===== src/source/conv_defs.svh =====
`ifndef CONV_DEFS_SVH
`define CONV_DEFS_SVH

////////////////////////////////////////////////////////////
// Map and kernel geometry
////////////////////////////////////////////////////////////

`define CONV_FEAT_W   8
`define CONV_FEAT_H   8
`define CONV_KERNEL   3

// Engines working on one group
`define CONV_NUM_PE   4

////////////////////////////////////////////////////////////
// Widths
////////////////////////////////////////////////////////////

`define CONV_PIX_W    8
`define CONV_WGT_W    8
`define CONV_ACC_W    20
`define CONV_FEAT_AW  6
`define CONV_WIN_AW   4

`endif


===== src/source/conv_pkg.sv =====
`default_nettype none

`include "conv_defs.svh"

package conv_pkg;

    // Host side word, stored as pixel or weight
    typedef logic [`CONV_PIX_W-1:0] word_t;

    // Feature map sample, unsigned
    typedef logic [`CONV_PIX_W-1:0] pixel_t;

    // Kernel coefficient, two's complement
    typedef logic signed [`CONV_WGT_W-1:0] weight_t;

    // Full precision sum of KERNEL^2 products
    typedef logic signed [`CONV_ACC_W-1:0] acc_t;

    // Feature map address, also the host address
    typedef logic [`CONV_FEAT_AW-1:0] feat_addr_t;

    // Window element or kernel index, ky*KERNEL+kx
    typedef logic [`CONV_WIN_AW-1:0] win_addr_t;

endpackage

`default_nettype wire


===== src/source/conv_pe.sv =====
`timescale 1ns/10ps
`default_nettype none

`include "conv_defs.svh"

module conv_pe import conv_pkg::*; (
    input  wire             clk,
    input  wire             rst,
    input  wire             i_wgt_wr,
    input  wire win_addr_t  i_wgt_addr,
    input  wire weight_t    i_wgt_data,
    input  wire             i_win_wr,
    input  wire win_addr_t  i_win_addr,
    input  wire pixel_t     i_win_data,
    input  wire             i_start,
    output logic            o_done,
    output acc_t            o_sum
);

    localparam int        KK       = `CONV_KERNEL * `CONV_KERNEL;
    localparam win_addr_t LAST_IDX = win_addr_t'(KK - 1);

    logic      running;
    win_addr_t mac_idx;
    win_addr_t rd_idx;
    win_addr_t wgt_addr;
    win_addr_t win_addr;
    weight_t   wgt_q;
    pixel_t    pix_q;
    logic signed [`CONV_PIX_W+`CONV_WGT_W:0] prod;

    // Fetch runs one element ahead of the adder, idle parks on element 0
    assign rd_idx   = (running && mac_idx != LAST_IDX) ? mac_idx + 1'b1 : '0;
    assign wgt_addr = i_wgt_wr ? i_wgt_addr : rd_idx;
    assign win_addr = i_win_wr ? i_win_addr : rd_idx;

    sync_ram #(
        .T     (weight_t),
        .DEPTH (KK)
    ) wgt_ram_i (
        .clk     (clk),
        .i_wr    (i_wgt_wr),
        .i_addr  (wgt_addr),
        .i_wdata (i_wgt_data),
        .o_rdata (wgt_q)
    );

    sync_ram #(
        .T     (pixel_t),
        .DEPTH (KK)
    ) win_ram_i (
        .clk     (clk),
        .i_wr    (i_win_wr),
        .i_addr  (win_addr),
        .i_wdata (i_win_data),
        .o_rdata (pix_q)
    );

    // Pixel is zero extended so the product stays signed
    assign prod = $signed({1'b0, pix_q}) * wgt_q;

    always_ff @(posedge clk) begin
        if (rst) begin
            running <= 1'b0;
            mac_idx <= '0;
            o_done  <= 1'b0;
        end else if (i_start) begin
            running <= 1'b1;
            mac_idx <= '0;
            o_done  <= 1'b0;
        end else if (running) begin
            mac_idx <= mac_idx + 1'b1;
            if (mac_idx == LAST_IDX) begin
                running <= 1'b0;
                o_done  <= 1'b1;
            end
        end
    end

    always_ff @(posedge clk) begin
        if (i_start) begin
            o_sum <= '0;
        end else if (running) begin
            o_sum <= o_sum + acc_t'(prod);
        end
    end

endmodule

`default_nettype wire


===== src/source/conv_sequencer.sv =====
`timescale 1ns/10ps
`default_nettype none

`include "conv_defs.svh"

module conv_sequencer import conv_pkg::*; (
    input  wire                       clk,
    input  wire                       rst,
    input  wire                       i_wr,
    input  wire                       i_wr_sel,
    input  wire feat_addr_t           i_wr_addr,
    input  wire word_t                i_wr_data,
    input  wire                       i_start,
    input  wire                       i_group_done,
    output logic                      o_busy,
    output logic                      o_done,
    output logic                      o_wgt_wr,
    output win_addr_t                 o_wgt_addr,
    output weight_t                   o_wgt_data,
    output logic [`CONV_NUM_PE-1:0]   o_win_wr,
    output win_addr_t                 o_win_addr,
    output pixel_t                    o_win_data,
    output logic                      o_pe_start
);

    localparam int OUT_W = `CONV_FEAT_W - `CONV_KERNEL + 1;
    localparam int OUT_H = `CONV_FEAT_H - `CONV_KERNEL + 1;
    localparam int PE_IW = (`CONV_NUM_PE > 1) ? $clog2(`CONV_NUM_PE) : 1;
    localparam int KW    = (`CONV_KERNEL > 1) ? $clog2(`CONV_KERNEL) : 1;

    localparam logic [PE_IW-1:0] PE_LAST = PE_IW'(`CONV_NUM_PE - 1);
    localparam logic [KW-1:0]    K_LAST  = KW'(`CONV_KERNEL - 1);

    typedef enum logic [1:0] {
        S_IDLE,
        S_LOAD,
        S_COMPUTE,
        S_FINISH
    } state_t;

    state_t           state;
    feat_addr_t       base_r, base_c;
    feat_addr_t       pe_r, pe_c;
    feat_addr_t       next_r, next_c;
    feat_addr_t       load_addr, ram_addr;
    logic [PE_IW-1:0] pe_idx, rd_pe_q;
    logic [KW-1:0]    ky, kx;
    win_addr_t        rd_win_q;
    logic             rd_valid_q, rd_last_q;
    logic             load_last, start_ok, feat_wr;

    assign o_busy   = (state == S_LOAD) || (state == S_COMPUTE);
    assign o_done   = (state == S_FINISH);
    assign start_ok = i_start && !i_wr && !o_busy;

    ////////////////////////////////////////////////////////////
    // Host writes, only while not busy
    ////////////////////////////////////////////////////////////

    assign feat_wr    = i_wr && !i_wr_sel && !o_busy;
    assign o_wgt_wr   = i_wr && i_wr_sel && !o_busy;
    assign o_wgt_addr = i_wr_addr[`CONV_WIN_AW-1:0];
    assign o_wgt_data = weight_t'(i_wr_data);

    // Output position of this PE, may spill into the next row
    always_comb begin
        pe_c = base_c + feat_addr_t'(pe_idx);
        pe_r = base_r;
        if (pe_c >= feat_addr_t'(OUT_W)) begin
            pe_c = pe_c - feat_addr_t'(OUT_W);
            pe_r = base_r + 1'b1;
        end
        next_c = base_c + feat_addr_t'(`CONV_NUM_PE);
        next_r = base_r;
        if (next_c >= feat_addr_t'(OUT_W)) begin
            next_c = next_c - feat_addr_t'(OUT_W);
            next_r = base_r + 1'b1;
        end
    end

    assign load_addr = feat_addr_t'((pe_r + ky) * `CONV_FEAT_W + pe_c + kx);
    assign ram_addr  = feat_wr ? i_wr_addr : load_addr;
    assign load_last = (state == S_LOAD) && (kx == K_LAST) && (ky == K_LAST)
                       && (pe_idx == PE_LAST);

    sync_ram #(
        .T     (pixel_t),
        .DEPTH (`CONV_FEAT_W * `CONV_FEAT_H)
    ) feat_ram_i (
        .clk     (clk),
        .i_wr    (feat_wr),
        .i_addr  (ram_addr),
        .i_wdata (pixel_t'(i_wr_data)),
        .o_rdata (o_win_data)
    );

    ////////////////////////////////////////////////////////////
    // Run control and window walk
    ////////////////////////////////////////////////////////////

    always_ff @(posedge clk) begin
        if (rst) begin
            state      <= S_IDLE;
            base_r     <= '0;
            base_c     <= '0;
            pe_idx     <= '0;
            ky         <= '0;
            kx         <= '0;
            rd_valid_q <= 1'b0;
            rd_last_q  <= 1'b0;
            o_pe_start <= 1'b0;
        end else begin
            rd_valid_q <= (state == S_LOAD);
            rd_last_q  <= load_last;
            // Start goes out once the last window word is written
            o_pe_start <= rd_last_q;
            case (state)
                S_IDLE, S_FINISH: begin
                    state <= S_IDLE;
                    if (start_ok) begin
                        state  <= S_LOAD;
                        base_r <= '0;
                        base_c <= '0;
                        pe_idx <= '0;
                        ky     <= '0;
                        kx     <= '0;
                    end
                end
                S_LOAD: begin
                    if (kx == K_LAST) begin
                        kx <= '0;
                        if (ky == K_LAST) begin
                            ky <= '0;
                            if (pe_idx == PE_LAST) begin
                                pe_idx <= '0;
                                state  <= S_COMPUTE;
                            end else begin
                                pe_idx <= pe_idx + 1'b1;
                            end
                        end else begin
                            ky <= ky + 1'b1;
                        end
                    end else begin
                        kx <= kx + 1'b1;
                    end
                end
                S_COMPUTE: begin
                    if (i_group_done) begin
                        base_r <= next_r;
                        base_c <= next_c;
                        state  <= (next_r == feat_addr_t'(OUT_H)) ? S_FINISH : S_LOAD;
                    end
                end
                default: state <= S_IDLE;
            endcase
        end
    end

    // Read latency alignment for the window write
    always_ff @(posedge clk) begin
        rd_pe_q  <= pe_idx;
        rd_win_q <= win_addr_t'(ky * `CONV_KERNEL + kx);
    end

    assign o_win_addr = rd_win_q;

    always_comb begin
        o_win_wr = '0;
        if (rd_valid_q) begin
            o_win_wr[rd_pe_q] = 1'b1;
        end
    end

endmodule

`default_nettype wire


===== src/source/conv_top.sv =====
`timescale 1ns/10ps
`default_nettype none

`include "conv_defs.svh"

module conv_top import conv_pkg::*; (
    input  wire             clk,
    input  wire             rst,
    input  wire             i_wr,
    input  wire             i_wr_sel,
    input  wire feat_addr_t i_wr_addr,
    input  wire word_t      i_wr_data,
    input  wire             i_start,
    output logic            o_busy,
    output logic            o_done,
    output logic            o_res_valid,
    output acc_t            o_res_data
);

    wire                      wgt_wr;
    wire win_addr_t           wgt_addr;
    wire weight_t             wgt_data;
    wire [`CONV_NUM_PE-1:0]   win_wr;
    wire win_addr_t           win_addr;
    wire pixel_t              win_data;
    wire                      pe_start;
    wire                      group_done;
    wire [`CONV_NUM_PE-1:0]   pe_done;
    wire acc_t                pe_sum [`CONV_NUM_PE];

    conv_sequencer seq_i (
        .clk          (clk),
        .rst          (rst),
        .i_wr         (i_wr),
        .i_wr_sel     (i_wr_sel),
        .i_wr_addr    (i_wr_addr),
        .i_wr_data    (i_wr_data),
        .i_start      (i_start),
        .i_group_done (group_done),
        .o_busy       (o_busy),
        .o_done       (o_done),
        .o_wgt_wr     (wgt_wr),
        .o_wgt_addr   (wgt_addr),
        .o_wgt_data   (wgt_data),
        .o_win_wr     (win_wr),
        .o_win_addr   (win_addr),
        .o_win_data   (win_data),
        .o_pe_start   (pe_start)
    );

    ////////////////////////////////////////////////////////////
    // Engine array, weights broadcast, windows one-hot
    ////////////////////////////////////////////////////////////

    for (genvar g = 0; g < `CONV_NUM_PE; g++) begin : g_pe
        conv_pe pe_i (
            .clk        (clk),
            .rst        (rst),
            .i_wgt_wr   (wgt_wr),
            .i_wgt_addr (wgt_addr),
            .i_wgt_data (wgt_data),
            .i_win_wr   (win_wr[g]),
            .i_win_addr (win_addr),
            .i_win_data (win_data),
            .i_start    (pe_start),
            .o_done     (pe_done[g]),
            .o_sum      (pe_sum[g])
        );
    end

    result_collector coll_i (
        .clk          (clk),
        .rst          (rst),
        .i_pe_done    (pe_done),
        .i_pe_sum     (pe_sum),
        .o_res_valid  (o_res_valid),
        .o_res_data   (o_res_data),
        .o_group_done (group_done)
    );

endmodule

`default_nettype wire


===== src/source/result_collector.sv =====
`timescale 1ns/10ps
`default_nettype none

`include "conv_defs.svh"

module result_collector import conv_pkg::*; (
    input  wire                       clk,
    input  wire                       rst,
    input  wire [`CONV_NUM_PE-1:0]    i_pe_done,
    input  wire acc_t                 i_pe_sum [`CONV_NUM_PE],
    output logic                      o_res_valid,
    output acc_t                      o_res_data,
    output logic                      o_group_done
);

    localparam int               PE_IW   = (`CONV_NUM_PE > 1) ? $clog2(`CONV_NUM_PE) : 1;
    localparam logic [PE_IW-1:0] PE_LAST = PE_IW'(`CONV_NUM_PE - 1);

    acc_t             sum_q [`CONV_NUM_PE];
    logic [PE_IW-1:0] out_idx;
    logic             armed;
    logic             all_done;
    logic             capture;

    assign all_done = &i_pe_done;
    assign capture  = armed && !o_res_valid && all_done;

    always_ff @(posedge clk) begin
        if (rst) begin
            armed        <= 1'b1;
            o_res_valid  <= 1'b0;
            out_idx      <= '0;
            o_group_done <= 1'b0;
        end else begin
            o_group_done <= 1'b0;
            if (capture) begin
                armed       <= 1'b0;
                o_res_valid <= 1'b1;
                out_idx     <= '0;
            end else if (o_res_valid) begin
                out_idx <= out_idx + 1'b1;
                if (out_idx == PE_LAST) begin
                    o_res_valid  <= 1'b0;
                    o_group_done <= 1'b1;
                end
            end
            // Dones drop on the next PE start
            if (!all_done) begin
                armed <= 1'b1;
            end
        end
    end

    always_ff @(posedge clk) begin
        if (capture) begin
            sum_q <= i_pe_sum;
        end
    end

    // PE order within the group is raster order
    assign o_res_data = sum_q[out_idx];

endmodule

`default_nettype wire


===== src/source/sync_ram.sv =====
`timescale 1ns/10ps
`default_nettype none

module sync_ram import conv_pkg::*; #(
    parameter type T     = pixel_t,
    parameter int  DEPTH = 16
) (
    input  wire                       clk,
    input  wire                       i_wr,
    input  wire [$clog2(DEPTH)-1:0]   i_addr,
    input  wire T                     i_wdata,
    output T                          o_rdata
);

    T                       mem [DEPTH];
    logic [$clog2(DEPTH)-1:0] addr_q;

    always_ff @(posedge clk) begin
        if (i_wr) begin
            mem[i_addr] <= i_wdata;
        end
        addr_q <= i_addr;
    end

    // Read port sees the address of the previous cycle
    assign o_rdata = mem[addr_q];

endmodule

`default_nettype wire

===== config.mk =====
export PLATFORM = sky130hd
export DESIGN_NAME = conv_top
export DESIGN_NICKNAME = d
export VERILOG_FILES = /design/src/source/conv_pkg.sv /design/src/source/conv_pe.sv /design/src/source/conv_sequencer.sv /design/src/source/conv_top.sv /design/src/source/result_collector.sv /design/src/source/sync_ram.sv
export VERILOG_INCLUDE_DIRS = /design/src /design/src/source
export SDC_FILE = /design/constraint.sdc
export NUM_CORES = 2
export LEC_CHECK = 0
export BUFFER_PORTS_ARGS = -buffer_cell sky130_fd_sc_hd__buf_2
export CORE_MARGIN = 2
export CORE_UTILIZATION = 35
export DETAILED_ROUTE_END_ITERATION = 8
export PLACE_DENSITY = 0.57
export RECOVER_POWER = 100
export SYNTH_ARGS = -nofsm -noshare
export SYNTH_HDL_FRONTEND = slang
export SYNTH_HIERARCHICAL = 1
export SYNTH_SLANG_ARGS = --single-unit

===== constraint.sdc =====
create_clock -name clk -period 9.2 [get_ports clk]
set_input_delay 0.92 -clock clk [delete_from_list [all_inputs] [get_ports clk]]
set_output_delay 0.92 -clock clk [all_outputs]
set_load 0.01 [all_outputs]

==> flow_metrics.py <==
metrics = {
    "pwr": {
        "power_w": 0.0205,
        "power.leakage_nw": 25.2,
        "irDropWorstVdd_uv": 264,
        "powerDensity_mw_per_mm2": 283,
    },
    "cells_and_area": {
        "final_cell_mix": "edfxtp_1 (1168), nand2_1 (335), inv_1 (308)",
        "syn_to_final_growth_pct": 11.1,
        "final_area_sq_mm": 0.0727,
        "seqCellArea_sq_mm": 0.0386,
        "multiInputGateArea_sq_mm": 0.0243,
        "fillers": 17200,
        "finalNetCount": 5081,
        "drive_gt1_frac": 0.132,
        "final_common_cell": "edfxtp_1",
    },
    "setup_path": {
        "rr_worst_depth": 19,
        "critPathKind": "flip-flop to flip-flop",
        "endpoint_kind": "flip-flop",
        "r2r_end": "g_pe[2].pe_i/o_sum[19]",
        "startpoint_type": "flip-flop",
        "cp.required_ps": 9840,
        "crit_arrival_ps": 8470,
        "crit_path_max_fanout": 17,
        "r2r_setup_slack_ps": 1370,
    },
    "placed_design": {
        "placed_area_sq_mm": 0.0683,
        "place_ws_ps": 2100,
        "dp_hpwl_mm": 102,
        "place_congestion": 0.810,
        "io_buffer_count": 41,
    },
    "floorplan": {
        "rows": 158,
        "initial_core_util": 0.352,
        "die-area_sq_mm": 0.190,
        "die_h_um": 436,
        "ios": 42,
        "core_area_sq_mm": 0.186,
        "die_w_um": 436,
    },
    "drt": {
        "drt_iter0_drc": 2998,
        "wl_mm": 151,
        "viasPerCell": 5.09,
        "first_pass_iters": 7,
        "ant_nets": 0,
        "routedWlPerCell_um": 21.0,
        "drt_drc_violations_left": 0,
        "via_count": 36600,
    },
    "timing": {
        "fin_crit_sh": 0.851,
        "hold_slack_ps": 348,
        "finalHoldViolations": 0,
        "skew_ps": 46.8,
        "finalSetupViolCount": 0,
        "fmaxAchievable_mhz": 128,
        "worst_slew_pin_slew_ps": 4980,
        "slew_violations": 1053,
        "relSlewSlack": -2.32,
        "finalSetupTns_ps": 0,
        "fin_ws_ps": 1370,
        "rsz0062_at_grt": "false",
        "period_minus_slack_ps": 7830,
    },
    "global_route": {
        "use_met1": 0.213,
        "gr-max-usage-layer": "met2",
        "antenna_found_initial": 8,
        "grt_max_degree": 100,
        "grt_pass1_wl_mm": 228,
        "grt_pass1_vias": 36900,
        "use_met2": 0.256,
        "grt_overflow_total": 0,
        "met3_usage": 0.0244,
        "grt_usage": 0.157,
    },
    "hold_path": {
        "hold_start": "i_wr_data[4]",
        "min_to": "seq_i/feat_ram_i/mem[12][4]",
        "holdCritPathClass": "primary input to flip-flop",
        "hold_depth": 1,
    },
    "yosys": {
        "ys_types": 106,
        "synth_edf_count": 1168,
        "synth_area_sq_mm": 0.0654,
        "netlist_instances": 4481,
        "synth_ff_type": "edfxtp_1",
        "ys_seq_area_frac": 0.590,
        "synth_nets": 4977,
        "synth_area_per_cell_sq_um": 14.6,
        "async_reset_ff_frac": 0,
        "ys_ff_latch": 1343,
        "yosys_warnings": 6,
    },
    "run": {
        "cap_viol_max_count": 21,
    },
    "clock_network": {
        "ctsHtreeMaxLevel": 4,
        "postCtsHoldBufs": 0,
        "clkSinkCount": 1343,
        "clockBufferDepth": 3,
        "cts_resized": 0,
        "cts.clk_slew.worst_paths_ps": 60,
        "root_buffer": "clkbuf_16",
        "post_cts_buffers": 0,
        "clock_latency_ps": 790,
        "cts_tree": "done",
        "cts_made_buffers": 143,
    },
    "outcome": {
        "failed_checks": "capacitance limit, slew limit",
        "status": "complete, but fails checks",
    },
}
[flip-flops by register name (all words and copies together) (netlist names), 5 cells and up, named ones only]
register	count
seq_i/feat_ram_i/mem	512
g_pe.pe_i/wgt_ram_i/mem	288
g_pe.pe_i/win_ram_i/mem	288
coll_i/sum_q	80
g_pe.pe_i/o_sum	80
g_pe.pe_i/mac_idx	16
seq_i/base_r	6
seq_i/base_c	5
[power by group]
part	leakage, nW	switching [W]	internal (W)
combinational	11.0	0.00441	0.00321
sequential	12.0	0.000250	0.00695
clock	2.28	0.00241	0.00331
total	25.2	0.00708	0.0135
[synth_stat cells, drive strengths merged, types with 6 or more instances]
cell type      instances  area share
xnor2                 55      0.0074
a211oi                19      0.0025
nor3                  73      0.0056
clkbuf                76      0.0062
or3b                   8      0.0011
nor4b                  7     0.00094
dfxtp                175       0.054
fa                   208       0.064
a22o                  64      0.0086
a21oi                 87      0.0072
a31oi                 13      0.0014
nand3                 51      0.0039
nand2b                57      0.0055
a22oi                 10      0.0011
nand3b                20      0.0023
nor2b                 56      0.0054
a21o                  22      0.0026
mux2i                203       0.031
inv                  308       0.018
o32ai                  6     0.00092
edfxtp              1168        0.54
o31ai                 74      0.0092
o21a                  15      0.0017
buf                   98       0.014
xor2                  28      0.0037
clkdlybuf4s15          9      0.0015
mux2                 150       0.026
or3                    7     0.00069
a221oi                 8      0.0013
and2                 110       0.011
mux4                 146       0.050
o22ai                 77      0.0074
o21bai                 6     0.00069
nor4                  13      0.0012
o21ai                 73      0.0056
nand4                 23      0.0022
nor2                 240       0.014
ha                   269       0.051
and3                  15      0.0015
o221ai                11      0.0015
nand2                335       0.019
nor3b                  6     0.00069
[through the flow]
stage	std cells	utilization
floorplan	4481	-
global placement	6920	0.368
detailed placement	6920	0.368
CTS	7182	0.393
global route	7182	0.391
finish	7189	0.392
[worst max-delay path, cell delays in order (launching register included)]
cell	delay [ps]
dfxtp_1	850
clkbuf_1	900
mux2i_1	200
a22o_1	300
o31ai_1	520
buf_4	300
nand2_1	90
fa_1	540
fa_1	510
inv_1	60
fa_1	510
fa_1	520
fa_1	450
ha_1	360
a21oi_1	290
o21ai_0	150
a21oi_1	390
o211ai_1	160
o21ai_0	170
mux2_2	380
[layer usage]
| layer | part of all wire | up-vias |
|---|---|---|
| li1 | - | 16900 |
| met1 | 0.45 | 18700 |
| met2 | 0.48 | 771 |
| met3 | 0.044 | 227 |
| met4 | 0.029 | 0 |
| met5 | 0 | - |
[final cells by class]
type,count,share of cell area
sequential,1343,0.531
multi-input combinational,2644,0.335
clock buffer,192,0.0539
tap,2480,0.0427
inverter,310,0.0160
clock inverter,70,0.0108
timing repair buffer,143,0.0106
antenna,7,0.000241
[cells by family (layout without fill, tap and decap cells)]
family,count (synthesis),after routing,share of synthesized area
compound gates,540,540,0.0596
xor+xnor,83,83,0.0111
fa+ha+maj,478,478,0.115
buf+inv,494,715,0.0396
flops,1343,1343,0.590
mux,499,499,0.107
other cells,0,7,0
simple gates,1044,1044,0.0775
[worst max path at each step]
stage	end	slack, ps	depth (start not counted)
2_1_floorplan	g_pe[0].pe_i/o_sum[16]	2680	19
3_3_place_gp	g_pe[1].pe_i/o_sum[16]	2180	20
3_5_place_dp	g_pe[1].pe_i/o_sum[16]	2100	18
4_1_cts	g_pe[1].pe_i/o_sum[16]	2050	18
5_1_grt	g_pe[3].pe_i/win_ram_i/mem[2][4]	880	7
6_report	g_pe[2].pe_i/o_sum[19]	1370	19
Note: power is estimated with default switching activity, not from simulation.
